--- config.mk ---
export PLATFORM = sky130hd
export DESIGN_NAME = soc_top
export DESIGN_NICKNAME = d
export VERILOG_FILES = /design/src/logic/jtag_pkg.sv /design/src/logic/periph_pkg.sv /design/src/logic/clk_tick_gen.sv /design/src/logic/jtag_tap.sv /design/src/logic/periph_regs.sv /design/src/logic/pwm_gen.sv /design/src/logic/soc_top.sv
export SDC_FILE = /design/constraint.sdc
export NUM_CORES = 1
export LEC_CHECK = 0
export BUFFER_PORTS_ARGS = -buffer_cell sky130_fd_sc_hd__buf_4
export CAP_MARGIN = 20
export CORE_ASPECT_RATIO = 2
export CORE_MARGIN = 4
export CORE_UTILIZATION = 66
export DETAILED_ROUTE_END_ITERATION = 8
export GPL_TIMING_DRIVEN = 0
export PLACE_DENSITY_LB_ADDON = 0.2
export SYNTH_ARGS = -nofsm -noshare
export SYNTH_HDL_FRONTEND = slang
export SYNTH_SLANG_ARGS = --single-unit
export TNS_END_PERCENT = 20
--- constraint.sdc ---
create_clock -name clock_i -period 9 [get_ports clock_i]
set_input_delay 0.9 -clock clock_i [delete_from_list [all_inputs] [get_ports clock_i]]
set_output_delay 0.9 -clock clock_i [all_outputs]
set_load 0.05 [all_outputs]
--- src/logic/jtag_pkg.sv ---
`default_nettype none

package jtag_pkg;

  // ieee 1149.1 tap controller states
  typedef enum logic [3:0] {
    TEST_LOGIC_RESET,
    RUN_TEST_IDLE,
    SELECT_DR_SCAN,
    CAPTURE_DR,
    SHIFT_DR,
    EXIT1_DR,
    PAUSE_DR,
    EXIT2_DR,
    UPDATE_DR,
    SELECT_IR_SCAN,
    CAPTURE_IR,
    SHIFT_IR,
    EXIT1_IR,
    PAUSE_IR,
    EXIT2_IR,
    UPDATE_IR
  } tap_state_e;

  // 5-bit instruction codes, unknown codes fall back to bypass
  typedef enum logic [4:0] {
    IDCODE    = 5'd1,
    DMIACCESS = 5'd17,
    BYPASS    = 5'd31
  } jtag_instr_e;

  // dmi op field, code 3 is reserved
  typedef enum logic [1:0] {
    NOP   = 2'd0,
    READ  = 2'd1,
    WRITE = 2'd2
  } dmi_op_e;

  // status reported back in the op slot on capture
  typedef enum logic [1:0] {
    OK    = 2'd0,
    ERROR = 2'd2,
    BUSY  = 2'd3
  } dmi_status_e;

  // chain layout, data in the low 32 bits, shifted lsb first
  typedef struct packed {
    logic [3:0]  addr;
    dmi_op_e     op;
    logic [31:0] data;
  } dmi_req_t;

  typedef struct packed {
    logic [31:0] data;
    dmi_status_e status;
  } dmi_rsp_t;

  localparam int unsigned DMI_DR_WIDTH = 38;

  // version, part number, manufacturer, fixed one
  localparam logic [31:0] IDCODE_DEFAULT = {4'h1, 16'h5c0d, 11'h2a7, 1'b1};

endpackage

`default_nettype wire

--- src/logic/periph_pkg.sv ---
`default_nettype none

package periph_pkg;

  // register map seen through the dmi chain
  typedef enum logic [3:0] {
    GPIO_OUT   = 4'd0,
    GPIO_IN    = 4'd1,
    PWM_PERIOD = 4'd2,
    PWM_DUTY   = 4'd3,
    PWM_CTRL   = 4'd4
  } reg_addr_e;

  // gpio pins in each direction
  localparam int unsigned GPIO_W = 20;

  // pwm counter, period and duty width
  localparam int unsigned PWM_W = 16;

  // pwm settings as held by the register block
  typedef struct packed {
    // bit 0 of PWM_CTRL
    logic             enable;
    // counter wraps after period minus one ticks
    logic [PWM_W-1:0] period;
    // output high while counter below duty
    logic [PWM_W-1:0] duty;
  } pwm_cfg_t;

endpackage

`default_nettype wire

--- src/logic/clk_tick_gen.sv ---
`timescale 1ns/1ps
`default_nettype none

module clk_tick_gen #(
  parameter logic [27:0] DIVISOR = 28'd4
) (
  input  logic clock_i,
  input  logic rst_i,
  output logic tick_o
);

  logic [27:0] count_q;

  // free running count, wraps at DIVISOR-1
  // tick is registered so it lands one cycle after the wrap value
  always_ff @(posedge clock_i) begin
    if (rst_i) begin
      count_q <= '0;
      tick_o  <= 1'b0;
    end else begin
      tick_o <= 1'b0;
      if (count_q >= DIVISOR - 28'd1) begin
        count_q <= '0;
        tick_o  <= 1'b1;
      end else begin
        count_q <= count_q + 28'd1;
      end
    end
  end

  // one-cycle enable, never a level
  a_tick_single : assert property (@(posedge clock_i) disable iff (rst_i)
    (DIVISOR > 28'd1 && tick_o) |=> !tick_o);

endmodule

`default_nettype wire

--- src/logic/jtag_tap.sv ---
`timescale 1ns/1ps
`default_nettype none

module jtag_tap import jtag_pkg::*; #(
  parameter logic [31:0] JTAG_ID = IDCODE_DEFAULT
) (
  input  logic     clock_i,
  input  logic     rst_i,
  input  logic     tck_i,
  input  logic     tms_i,
  input  logic     tdi_i,
  output logic     tdo_o,
  output dmi_req_t dmi_req_o,
  output logic     dmi_req_valid_o,
  input  logic     dmi_req_ready_i,
  input  dmi_rsp_t dmi_rsp_i,
  input  logic     dmi_rsp_valid_i
);

  // pin order {tck, tms, tdi}
  logic [2:0]              pin_meta_q;
  logic [2:0]              pin_sync_q;
  logic                    tck_prev_q;
  logic                    tck_rise;
  logic                    tck_fall;
  logic                    tms;
  logic                    tdi;
  tap_state_e              state_q;
  tap_state_e              state_d;
  jtag_instr_e             ir_q;
  logic [4:0]              ir_shift_q;
  logic [31:0]             idcode_dr_q;
  logic                    bypass_dr_q;
  logic [DMI_DR_WIDTH-1:0] dmi_dr_q;
  dmi_req_t                dr_req;
  dmi_rsp_t                rsp_q;
  logic                    pending_q;
  logic                    busy_sticky_q;
  dmi_status_e             cap_status;
  logic                    dmi_update;
  logic                    dmi_capture;

  // two flops on every pin
  // tck edge found one stage later
  always_ff @(posedge clock_i) begin
    if (rst_i) begin
      pin_meta_q <= '0;
      pin_sync_q <= '0;
      tck_prev_q <= 1'b0;
    end else begin
      pin_meta_q <= {tck_i, tms_i, tdi_i};
      pin_sync_q <= pin_meta_q;
      tck_prev_q <= pin_sync_q[2];
    end
  end

  assign tck_rise = pin_sync_q[2] & ~tck_prev_q;
  assign tck_fall = ~pin_sync_q[2] & tck_prev_q;
  assign tms      = pin_sync_q[1];
  assign tdi      = pin_sync_q[0];

  // standard tap transitions picked by tms
  always_comb begin
    unique case (state_q)
      TEST_LOGIC_RESET: state_d = tms ? TEST_LOGIC_RESET : RUN_TEST_IDLE;
      RUN_TEST_IDLE:    state_d = tms ? SELECT_DR_SCAN : RUN_TEST_IDLE;
      SELECT_DR_SCAN:   state_d = tms ? SELECT_IR_SCAN : CAPTURE_DR;
      CAPTURE_DR:       state_d = tms ? EXIT1_DR : SHIFT_DR;
      SHIFT_DR:         state_d = tms ? EXIT1_DR : SHIFT_DR;
      EXIT1_DR:         state_d = tms ? UPDATE_DR : PAUSE_DR;
      PAUSE_DR:         state_d = tms ? EXIT2_DR : PAUSE_DR;
      EXIT2_DR:         state_d = tms ? UPDATE_DR : SHIFT_DR;
      UPDATE_DR:        state_d = tms ? SELECT_DR_SCAN : RUN_TEST_IDLE;
      SELECT_IR_SCAN:   state_d = tms ? TEST_LOGIC_RESET : CAPTURE_IR;
      CAPTURE_IR:       state_d = tms ? EXIT1_IR : SHIFT_IR;
      SHIFT_IR:         state_d = tms ? EXIT1_IR : SHIFT_IR;
      EXIT1_IR:         state_d = tms ? UPDATE_IR : PAUSE_IR;
      PAUSE_IR:         state_d = tms ? EXIT2_IR : PAUSE_IR;
      EXIT2_IR:         state_d = tms ? UPDATE_IR : SHIFT_IR;
      UPDATE_IR:        state_d = tms ? SELECT_DR_SCAN : RUN_TEST_IDLE;
      default:          state_d = TEST_LOGIC_RESET;
    endcase
  end

  // state and active instruction move only on a detected rise
  always_ff @(posedge clock_i) begin
    if (rst_i) begin
      state_q <= TEST_LOGIC_RESET;
      ir_q    <= IDCODE;
    end else if (tck_rise) begin
      state_q <= state_d;
      if (state_d == TEST_LOGIC_RESET) begin
        ir_q <= IDCODE;
      end else if (state_d == UPDATE_IR) begin
        case (ir_shift_q)
          IDCODE:    ir_q <= IDCODE;
          DMIACCESS: ir_q <= DMIACCESS;
          default:   ir_q <= BYPASS;
        endcase
      end
    end
  end

  // busy wins over the stored status on capture
  assign cap_status = (pending_q || busy_sticky_q) ? BUSY : rsp_q.status;

  // capture and shift with lsb leaving first
  always_ff @(posedge clock_i) begin
    if (tck_rise) begin
      case (state_q)
        CAPTURE_IR: ir_shift_q <= 5'b00001;
        SHIFT_IR:   ir_shift_q <= {tdi, ir_shift_q[4:1]};
        CAPTURE_DR: begin
          idcode_dr_q <= JTAG_ID;
          bypass_dr_q <= 1'b0;
          // status sits in the op slot
          dmi_dr_q    <= {4'b0, cap_status, rsp_q.data};
        end
        SHIFT_DR: begin
          case (ir_q)
            IDCODE:    idcode_dr_q <= {tdi, idcode_dr_q[31:1]};
            DMIACCESS: dmi_dr_q <= {tdi, dmi_dr_q[DMI_DR_WIDTH-1:1]};
            default:   bypass_dr_q <= tdi;
          endcase
        end
        default: ;
      endcase
    end
  end

  // tdo only moves on the falling tck
  // held low outside the shift states
  always_ff @(posedge clock_i) begin
    if (rst_i) begin
      tdo_o <= 1'b0;
    end else if (tck_fall) begin
      case (state_q)
        SHIFT_IR: tdo_o <= ir_shift_q[0];
        SHIFT_DR: begin
          case (ir_q)
            IDCODE:    tdo_o <= idcode_dr_q[0];
            DMIACCESS: tdo_o <= dmi_dr_q[0];
            default:   tdo_o <= bypass_dr_q;
          endcase
        end
        default: tdo_o <= 1'b0;
      endcase
    end
  end

  assign dr_req      = dmi_dr_q;
  assign dmi_update  = tck_rise && state_d == UPDATE_DR && ir_q == DMIACCESS &&
                       dr_req.op != NOP;
  assign dmi_capture = tck_rise && state_q == CAPTURE_DR && ir_q == DMIACCESS;

  // request stays pending until the response shows up
  always_ff @(posedge clock_i) begin
    if (rst_i) begin
      dmi_req_valid_o <= 1'b0;
      pending_q       <= 1'b0;
      busy_sticky_q   <= 1'b0;
      rsp_q           <= '0;
    end else begin
      if (dmi_req_valid_o && dmi_req_ready_i) begin
        dmi_req_valid_o <= 1'b0;
      end
      // response always taken without backpressure
      if (dmi_rsp_valid_i) begin
        rsp_q     <= dmi_rsp_i;
        pending_q <= 1'b0;
      end
      if (dmi_update) begin
        // overlapping op is dropped and flagged
        if (pending_q) begin
          busy_sticky_q <= 1'b1;
        end else begin
          dmi_req_valid_o <= 1'b1;
          pending_q       <= 1'b1;
        end
      end
      if (dmi_capture) begin
        busy_sticky_q <= 1'b0;
      end
    end
  end

  // request payload latched when issued
  always_ff @(posedge clock_i) begin
    if (dmi_update && !pending_q) begin
      dmi_req_o <= dr_req;
    end
  end

  a_req_stable : assert property (@(posedge clock_i) disable iff (rst_i)
    (dmi_req_valid_o && !dmi_req_ready_i) |=> (dmi_req_valid_o && $stable(dmi_req_o)));

  a_state_legal : assert property (@(posedge clock_i) disable iff (rst_i)
    !$isunknown(state_q));

endmodule

`default_nettype wire

--- src/logic/periph_regs.sv ---
`timescale 1ns/1ps
`default_nettype none

module periph_regs import jtag_pkg::*; import periph_pkg::*; (
  input  logic              clock_i,
  input  logic              rst_i,
  input  dmi_req_t          dmi_req_i,
  input  logic              dmi_req_valid_i,
  output logic              dmi_req_ready_o,
  output dmi_rsp_t          dmi_rsp_o,
  output logic              dmi_rsp_valid_o,
  input  logic [GPIO_W-1:0] gpio_i,
  output logic [GPIO_W-1:0] gpio_o,
  output pwm_cfg_t          pwm_cfg_o
);

  reg_addr_e         addr;
  logic              req_fire;
  logic              wr_en;
  logic [31:0]       rd_data;
  dmi_status_e       rd_status;
  logic [GPIO_W-1:0] gpio_meta_q;
  logic [GPIO_W-1:0] gpio_sync_q;

  // no new request while a response is on its way back
  assign dmi_req_ready_o = ~dmi_rsp_valid_o;
  assign req_fire        = dmi_req_valid_i & dmi_req_ready_o;
  assign addr            = reg_addr_e'(dmi_req_i.addr);

  // two-flop input synchronizer
  always_ff @(posedge clock_i) begin
    gpio_meta_q <= gpio_i;
    gpio_sync_q <= gpio_meta_q;
  end

  // address decode, unmapped and read-only writes give an error
  always_comb begin
    rd_data   = '0;
    rd_status = OK;
    case (addr)
      GPIO_OUT:   rd_data = {{(32 - GPIO_W){1'b0}}, gpio_o};
      GPIO_IN: begin
        if (dmi_req_i.op == WRITE) begin
          rd_status = ERROR;
        end else begin
          rd_data = {{(32 - GPIO_W){1'b0}}, gpio_sync_q};
        end
      end
      PWM_PERIOD: rd_data = {{(32 - PWM_W){1'b0}}, pwm_cfg_o.period};
      PWM_DUTY:   rd_data = {{(32 - PWM_W){1'b0}}, pwm_cfg_o.duty};
      PWM_CTRL:   rd_data = {31'b0, pwm_cfg_o.enable};
      default:    rd_status = ERROR;
    endcase
  end

  assign wr_en = req_fire && dmi_req_i.op == WRITE && rd_status == OK;

  // registers and response strobe
  always_ff @(posedge clock_i) begin
    if (rst_i) begin
      gpio_o          <= '0;
      pwm_cfg_o       <= '0;
      dmi_rsp_valid_o <= 1'b0;
    end else begin
      dmi_rsp_valid_o <= req_fire;
      if (wr_en) begin
        case (addr)
          GPIO_OUT:   gpio_o <= dmi_req_i.data[GPIO_W-1:0];
          PWM_PERIOD: pwm_cfg_o.period <= dmi_req_i.data[PWM_W-1:0];
          PWM_DUTY:   pwm_cfg_o.duty <= dmi_req_i.data[PWM_W-1:0];
          PWM_CTRL:   pwm_cfg_o.enable <= dmi_req_i.data[0];
          default: ;
        endcase
      end
    end
  end

  // response payload, written back even for writes
  always_ff @(posedge clock_i) begin
    if (req_fire) begin
      dmi_rsp_o.data   <= rd_data;
      dmi_rsp_o.status <= rd_status;
    end
  end

  a_rsp_after_req : assert property (@(posedge clock_i) disable iff (rst_i)
    dmi_rsp_valid_o |-> $past(dmi_req_valid_i && dmi_req_ready_o));

endmodule

`default_nettype wire

--- src/logic/pwm_gen.sv ---
`timescale 1ns/1ps
`default_nettype none

module pwm_gen import periph_pkg::*; (
  input  logic     clock_i,
  input  logic     rst_i,
  input  logic     tick_i,
  input  pwm_cfg_t cfg_i,
  output logic     pwm_o
);

  logic [PWM_W-1:0] count_q;
  logic [PWM_W-1:0] period_q;
  logic [PWM_W-1:0] duty_q;
  logic             last;

  // zero period wraps every tick
  assign last = (period_q == '0) || (count_q >= period_q - 1'b1);

  always_ff @(posedge clock_i) begin
    if (rst_i) begin
      count_q  <= '0;
      period_q <= '0;
      duty_q   <= '0;
      pwm_o    <= 1'b0;
    end else if (!cfg_i.enable) begin
      // idle, shadow follows the live settings
      count_q  <= '0;
      period_q <= cfg_i.period;
      duty_q   <= cfg_i.duty;
      pwm_o    <= 1'b0;
    end else begin
      if (tick_i) begin
        if (last) begin
          count_q  <= '0;
          // new settings only at the wrap
          period_q <= cfg_i.period;
          duty_q   <= cfg_i.duty;
        end else begin
          count_q <= count_q + 1'b1;
        end
      end
      // duty >= period keeps this high
      pwm_o <= (count_q < duty_q);
    end
  end

endmodule

`default_nettype wire

--- src/logic/soc_top.sv ---
`timescale 1ns/1ps
`default_nettype none

module soc_top import jtag_pkg::*; import periph_pkg::*; #(
  parameter logic [27:0] DIVISOR = 28'd4,
  parameter logic [31:0] JTAG_ID = IDCODE_DEFAULT
) (
  input  logic              clock_i,
  input  logic              rst_i,
  input  logic              jtag_tck_i,
  input  logic              jtag_tms_i,
  input  logic              jtag_tdi_i,
  output logic              jtag_tdo_o,
  input  logic [GPIO_W-1:0] gpio_i,
  output logic [GPIO_W-1:0] gpio_o,
  output logic              pwm_o
);

  logic     tick;
  dmi_req_t dmi_req;
  logic     dmi_req_valid;
  logic     dmi_req_ready;
  dmi_rsp_t dmi_rsp;
  logic     dmi_rsp_valid;
  pwm_cfg_t pwm_cfg;

  // slow timebase for the pwm
  clk_tick_gen #(
    .DIVISOR (DIVISOR)
  ) clk_tick_gen_i (
    .clock_i (clock_i),
    .rst_i   (rst_i),
    .tick_o  (tick)
  );

  // debug port on the pins, sampled by clock_i
  jtag_tap #(
    .JTAG_ID (JTAG_ID)
  ) jtag_tap_i (
    .clock_i         (clock_i),
    .rst_i           (rst_i),
    .tck_i           (jtag_tck_i),
    .tms_i           (jtag_tms_i),
    .tdi_i           (jtag_tdi_i),
    .tdo_o           (jtag_tdo_o),
    .dmi_req_o       (dmi_req),
    .dmi_req_valid_o (dmi_req_valid),
    .dmi_req_ready_i (dmi_req_ready),
    .dmi_rsp_i       (dmi_rsp),
    .dmi_rsp_valid_i (dmi_rsp_valid)
  );

  // gpio and pwm registers behind the dmi
  periph_regs periph_regs_i (
    .clock_i         (clock_i),
    .rst_i           (rst_i),
    .dmi_req_i       (dmi_req),
    .dmi_req_valid_i (dmi_req_valid),
    .dmi_req_ready_o (dmi_req_ready),
    .dmi_rsp_o       (dmi_rsp),
    .dmi_rsp_valid_o (dmi_rsp_valid),
    .gpio_i          (gpio_i),
    .gpio_o          (gpio_o),
    .pwm_cfg_o       (pwm_cfg)
  );

  pwm_gen pwm_gen_i (
    .clock_i (clock_i),
    .rst_i   (rst_i),
    .tick_i  (tick),
    .cfg_i   (pwm_cfg),
    .pwm_o   (pwm_o)
  );

endmodule

`default_nettype wire

* Word level (Yosys, flattened, before mapping)
Index checks and enable logic that the tools add are counted.
** Cells by class
- $lt $le $gt $ge :: 3
- Multipliers :: 0
- Shift operators :: 0
- Muxes and demuxes :: 44
- Reductions and logical operators :: 40
- Divide/modulo/power cells :: 0
- Bitwise gates (word level) :: 7
- $add $sub $neg :: 3
- Equal/unequal tests :: 31
** Operator list (count)
- case mux 32 bit (5 select lines) :: 1
- 2-to-1 mux 16 bit :: 7
- case mux 38 bit (2 select lines) :: 1
- case mux 32 bit (2 select lines) :: 1
- case mux 4 bit (12 select lines) :: 1
- == test 4 bit, second input constant :: 10
- 2-to-1 mux 38 bit :: 1
- 2-to-1 mux 32 bit :: 1
- adder 28 x 1 -> 28 bit, second input constant :: 1
- greater-or-equal comparator 28 x 2 -> 1 bit, second input constant :: 1
- == test 4 x 3 -> 1 bit, second input constant :: 5
- 2-to-1 mux 20 bit :: 1
- case mux 5 bit (2 select lines) :: 2
- adder 16 x 1 -> 16 bit, second input constant :: 1
- == test 4 x 2 -> 1 bit, second input constant :: 4
- greater-or-equal comparator 16 bit :: 1
- zero test 16 bit :: 1
- less-than comparator 16 bit :: 1
- 2-to-1 mux 4 bit :: 4
- AND reduction 2 bit :: 8
- subtractor 16 x 1 -> 16 bit, second input constant :: 1
- zero test 4 bit :: 3
- OR reduction 2 bit :: 6
- 2-to-1 mux 1 bit :: 11
- other kinds (21) :: 54
** Word-level totals
- Bits in latches :: 0
- Bits in read-only memories :: 0
- Flip-flop bits (word level) :: 362
- Input bits :: 25
- Word-level logic and storage cells :: 161
- Output and inout port bits :: 22
- Memory bits (writable) :: 0
- Memories kept :: 0

* Depth between registers and ports, before layout
- Depth after elaboration :: 8
- Mapped depth :: 14
- Mapped depth without buffers :: 12

* By module
From an unflattened synthesis, not the netlist that was laid out.
** Second synthesis, totals
- Cell total of the unflattened synthesis :: 1283
- Area total of the unflattened synthesis :: 15162.0 um^2
** Modules (own cells, without submodules)
- jtag_tap :: seq. area each 4444.3 um^2, instances 1, cells each 427, area an instance 6252.2 um^2
- periph_regs :: seq. area each 2512.4 um^2, instances 1, cells each 368, area an instance 4419.2 um^2
- pwm_gen :: seq. area each 980.9 um^2, instances 1, cells each 444, area an instance 3807.4 um^2
- clk_tick_gen :: seq. area each 580.6 um^2, instances 1, cells each 44, area an instance 683.2 um^2

* Worst setup path after synthesis
Ideal clock, no wire load.
- Kind :: flip-flop to flip-flop
- From :: register jtag_tap_i.state_q[0]
- To :: register jtag_tap_i.dmi_dr_q[0] (enable)
- Clock period less this slack :: 3450 ps
- Arrival :: 3004 ps
- Buffers on the path :: 3
- Path slack :: 5550 ps
- Cell stages (with the launch flop) :: 7
- Required time :: 8554 ps
- Library setup time :: 446 ps
- Path through :: dfxtp_1 clkbuf_1 nand2b_1 nor3_1 clkbuf_1 clkbuf_1 a21oi_1
** On the way
- Cells in the longest elaborated chain, start to end :: 3
- Elaborated cells between the ends (all ways) :: 5
- Those cells by class :: 3 x eq/ne; 2 x reduce/logical
** RTL lines
- start: declaration :: line jtag_tap.sv:28 : tap_state_e state_q;
- start signal: assignment :: line jtag_tap.sv:91 : state_q <= state_d;
- == test 4 x 3 -> 1 bit / == test 4 x 2 -> 1 bit (equally long branches) :: line jtag_tap.sv:110 : case (state_q)
- inequality test 2 x 1 -> 1 bit (no source line) / nonzero test 2 bit (equally long branches)
- AND reduction 3 bit (no source line) (*)
- end signal: assignment :: line jtag_tap.sv:117 : dmi_dr_q <= {4'b0, cap_status, rsp_q.data};
- end signal: assignment :: line jtag_tap.sv:122 : DMIACCESS: dmi_dr_q <= {tdi, dmi_dr_q[DMI_DR_WIDTH-1:1]};
- end: declaration :: line jtag_tap.sv:34 : logic [DMI_DR_WIDTH-1:0] dmi_dr_q;
Every way passes the cells marked *; elsewhere a longest branch is shown, timed or not.
A chain may end at the register's enable or synchronous reset.

* Worst setup path after layout
- From :: register pwm_gen_i.period_q[4]
- To :: register pwm_gen_i.period_q[9]
** On the way
- Cells in the longest elaborated chain, start to end :: 5
- Elaborated cells between the ends (all ways) :: 6
- Those cells by class :: 1 x add/sub; 1 x order compare; 1 x eq/ne; 3 x reduce/logical
** RTL lines
- start: declaration :: line pwm_gen.sv:13 : logic [PWM_W-1:0] period_q;
- start signal: assignment :: line pwm_gen.sv:29 : period_q <= cfg_i.period;
- start signal: assignment :: line pwm_gen.sv:37 : period_q <= cfg_i.period;
- subtractor 16 x 1 -> 16 bit :: line pwm_gen.sv:18 : assign last = (period_q == '0) || (count_q >= period_q - 1'b1);
- greater-or-equal comparator 16 bit :: line pwm_gen.sv:18
- logical OR 1 bit (*) :: line pwm_gen.sv:18
- inequality test 2 x 1 -> 1 bit (no source line) (*)
- AND reduction 2 bit (no source line) (*)
Marked as above.

==> impl_metrics.csv <==
group,metric,value,unit
critical_path,critPathMaxFanout,10,
timing,relSlewSlack,36.8,%
flow_run,cap_violations,0,
synthesis,yosysTopAreaCell,"dfxtp_1",
global_routing,gr-total-overflow,0,
timing,drv_slew,0,
power_and_ir_drop,p_leak,5.60,nW
power_and_ir_drop,internal_power,2.21,mW
floorplan,core,0.0188,mm2
synthesis,ys_seq_area_share,62.7,%
global_routing,grt_max_degree,33,
clock_tree,hold_buffers,0,
placement,placed_cell_area,0.0134,mm2
critical_path,crit_required,9.41,ns
detailed_routing,ant_nets,0,
timing,fin_setup_tns,0,ns
synthesis,synth_top_family_by_area,"simple AND/OR/NAND/NOR gates",
clock_tree,cts_setup_buffers,0,
floorplan,fp-row-count,71,
timing,max_freq,0.267,GHz
critical_path,rr_startpoint,"pwm_gen_i.period_q[4]",
placement,io_buffers,46,
clock_tree,clk_pin_slew_worst_paths,0.07,ns
critical_path,critPathCaptureType,"register",
synthesis,avgSynthCellArea,11.8,um2
timing,worst_slew_pin_slew,0.940,ns
synthesis,synth.area.mux_share,8.78,%
power_and_ir_drop,p_per_area,193,mW/mm2
synthesis,yosys-top-cells-area,"dfxtp_1, edfxtp_1, mux2i_1",
power_and_ir_drop,ir_drop,234,uV
critical_path,crit_type,"register to register",
detailed_routing,firstDrtPassIters,6,
floorplan,die_x,106,um
synthesis,synth.distinct_cells,61,
placement,dp_hpwl,19.4,mm
global_routing,antenna_found_initial,0,
detailed_routing,wl,26.9,mm
global_routing,first_global_vias,8617,
synthesis,synth-xor-area-share,1.95,%
min_path,min_from,"periph_regs_i.gpio_meta_q[7]",
synthesis,synth_top_area_share,33.4,%
critical_path,worst_path_max_delay_cell,"or4_4",
finish,antennaDiodeCount,0,
synthesis,synthCells,1070,
min_path,hold_path.class,"register to register",
critical_path,crit_chain,"or4_4, nor4_4, nor2b_1, nand2_1, xor2_1, ha_1, a21oi_1, o21ai_0, a41o_1, a221o_1, buf_4, buf_8, mux2i_1, nor2_1",
timing,fin_crit_sh,41.7,%
synthesis,synth_compound_area_share,6.45,%
clock_tree,cts.repair.resized,0,
power_and_ir_drop,seqPwrFrac,57.1,%
detailed_routing,wl_met2,14.9,mm
synthesis,synthFlopType,"dfxtp_1",
finish,areaGrowthSynthToFinish,13.4,%
clock_tree,clk-insertion-delay-late,0.55,ns
clock_tree,cts_buffers,27,
clock_tree,cts_tree,"yes",
detailed_routing,wl_met3,963,um
synthesis,yosys_warnings,0,
clock_tree,cts_max_path_buffers,3,
timing,finClkSkew,0.0187,ns
floorplan,die_y,203,um
finish,fin_nets,1233,
finish,fill_cells,1295,
timing,setup_viol,0,
detailed_routing,wl_met1,9.45,mm
clock_tree,cts_sinks,333,
critical_path,critPathLaunchType,"register",
global_routing,grt_pass1_wl,43.4,mm
critical_path,cpPeakStageDelay,0.60,ns
power_and_ir_drop,clkPwrFrac,41.7,%
detailed_routing,routed_via_density,5.73,
floorplan,ioPinCount,47,
clock_tree,htree_levels,1,
detailed_routing,highest_layer,"met4",
synthesis,ys_async_sr_fraction,0,%
run_status,status,"finished, final reports clean",
critical_path,arrival,4.16,ns
detailed_routing,dr.first_iter.drc_count,424,
synthesis,synth_edf_count,123,
power_and_ir_drop,switchingPower,547,uW
clock_tree,cts_root_buf,"clkbuf_16",
synthesis,synthSimpleGateAreaFrac,13.8,%
timing,hold_viol_final,0,
detailed_routing,vias,8303,
power_and_ir_drop,p_sw_share,19.9,%
timing,rsz0062_at_grt,"false",
power_and_ir_drop,pwr-share-comb,1.2,%
timing,fin_crit,3.75,ns
synthesis,synthAdderAreaFrac,3.47,%
critical_path,crit_family,"simple AND/OR/NAND/NOR gates",
detailed_routing,wl_per_cell,18.6,um
critical_path,crit_buf_inv,2,
floorplan,floorplan.initialDensity,66.9,%
global_routing,grt.total_usage,25.6,%
synthesis,netlist_area,0.0126,mm2
placement,gp_congestion,0.892,
finish,final_area,0.0143,mm2
synthesis,synth-seq-cells,333,
floorplan,die-area,0.0215,mm2
finish,drive_gt1_share,10.5,%
detailed_routing,drc,0,
critical_path,crit_start,"pwm_gen_i.period_q[4]",
## cell usage in the layout (no fill, tap or decap), types with 3 or more instances in the layout
| cell type | n |
|---|---|
| and2_1 | 38 |
| ha_1 | 35 |
| mux2i_1 | 88 |
| a221oi_1 | 3 |
| buf_1 | 3 |
| nand4_1 | 6 |
| nand2b_1 | 22 |
| nor2_1 | 124 |
| a22o_1 | 5 |
| conb_1 | 26 |
| nor4_1 | 13 |
| edfxtp_1 | 123 |
| dfxtp_1 | 210 |
| a2111oi_0 | 3 |
| a21oi_1 | 43 |
| nand2_1 | 96 |
| xor2_1 | 15 |
| clkbuf_16 | 27 |
| buf_4 | 49 |
| clkbuf_1 | 51 |
| clkinv_1 | 4 |
| nor2b_1 | 15 |
| xnor2_1 | 13 |
| nand3_1 | 13 |
| inv_1 | 29 |
| mux2_2 | 20 |
| a21o_1 | 8 |
| a222oi_1 | 16 |
| and3_1 | 7 |
| nor3_1 | 11 |
| a211oi_1 | 4 |
| o21ai_0 | 11 |
| clkinv_2 | 5 |
| buf_8 | 4 |
## metal layers
layer	GRT usage, %	vias up
met5	0	-
met4	14.7	0
met3	2.91	89
met2	48.7	262
met1	26.6	4015
li1	-	3937
## stage by stage
step                utilization [%]  hold WS, ns  setup WS [ns]  power, mW  cells
finish                         75.9        0.323           5.25       2.75   1449
detailed placement             71.3        0.312           5.31       1.64   1398
floorplan                         -        0.310           5.55       1.62   1095
global placement               71.0        0.310           4.29       1.64   1396
CTS                            75.8        0.323           5.25       2.77   1448
global route                   75.9        0.332           5.05       2.84   1449
## layout make-up
cell class	count	area (um2)	area share, %
flip-flops and latches	333	7900	55.2
multi-input cells	677	4460	31.2
inverters	31	116	0.814
clock buffers	36	729	5.10
plain buffers	54	249	1.74
clock inverters	14	123	0.858
repair buffers	49	408	2.85
well taps	255	319	2.23
## cells in the mapped netlist (7+ instances only)
| library cell | count |
|---|---|
| a21o_1 | 8 |
| a21oi_1 | 44 |
| a222oi_1 | 16 |
| and2_1 | 38 |
| and3_1 | 7 |
| clkbuf_1 | 44 |
| dfxtp_1 | 210 |
| edfxtp_1 | 123 |
| ha_1 | 35 |
| inv_1 | 29 |
| mux2_2 | 20 |
| mux2i_1 | 88 |
| nand2_1 | 96 |
| nand2b_1 | 22 |
| nand3_1 | 13 |
| nor2_1 | 125 |
| nor2b_1 | 16 |
| nor3_1 | 11 |
| nor4_1 | 13 |
| o21ai_0 | 11 |
| xnor2_1 | 13 |
| xor2_1 | 15 |
## registers in the layout, summed over array words and instances, names as in the netlist, 4 cells and up
name	flops
jtag_tap_i.dmi_req_o	26
periph_regs_i.dmi_rsp_o	21
jtag_tap_i.dmi_dr_q	38
jtag_tap_i.ir_shift_q	5
periph_regs_i.gpio_sync_q	20
jtag_tap_i.rsp_q	21
pwm_gen_i.period_q	16
clk_tick_gen_i.count_q	28
jtag_tap_i.state_q	4
periph_regs_i.pwm_cfg_o	33
pwm_gen_i.count_q	16
jtag_tap_i.idcode_dr_q	32
periph_regs_i.gpio_o	20
periph_regs_i.gpio_meta_q	20
pwm_gen_i.duty_q	16
## cell families (layout without fill, tap and decap cells)
kind of cell    Yosys count  in the layout
buf+inv                  85            184
compound gates          117            117
fa+ha+maj                35             35
xor+xnor                 28             28
other cells               1             26
flops                   333            333
simple gates            363            363
mux                     108            108
## path summary, 6_finish.rpt
path	endpoint	slack (ns)	cells past startpoint
max	pwm_gen_i.period_q[9]	5.25	14
max reg2reg	pwm_gen_i.period_q[9]	5.25	14
min	periph_regs_i.gpio_sync_q[7]	0.32	0
min reg2reg	periph_regs_i.gpio_sync_q[7]	0.32	0
## power groups by stage
stage / clock network, mW / logic, mW / registers (mW)
CTS: 1.17 / 0.0331 / 1.57
finish: 1.15 / 0.0333 / 1.57
detailed placement: 0 / 0.0329 / 1.61
floorplan: 0 / 0.0157 / 1.60
global route: 1.23 / 0.0368 / 1.57
global placement: 0 / 0.0324 / 1.61
(Power assumes the default switching activity.)
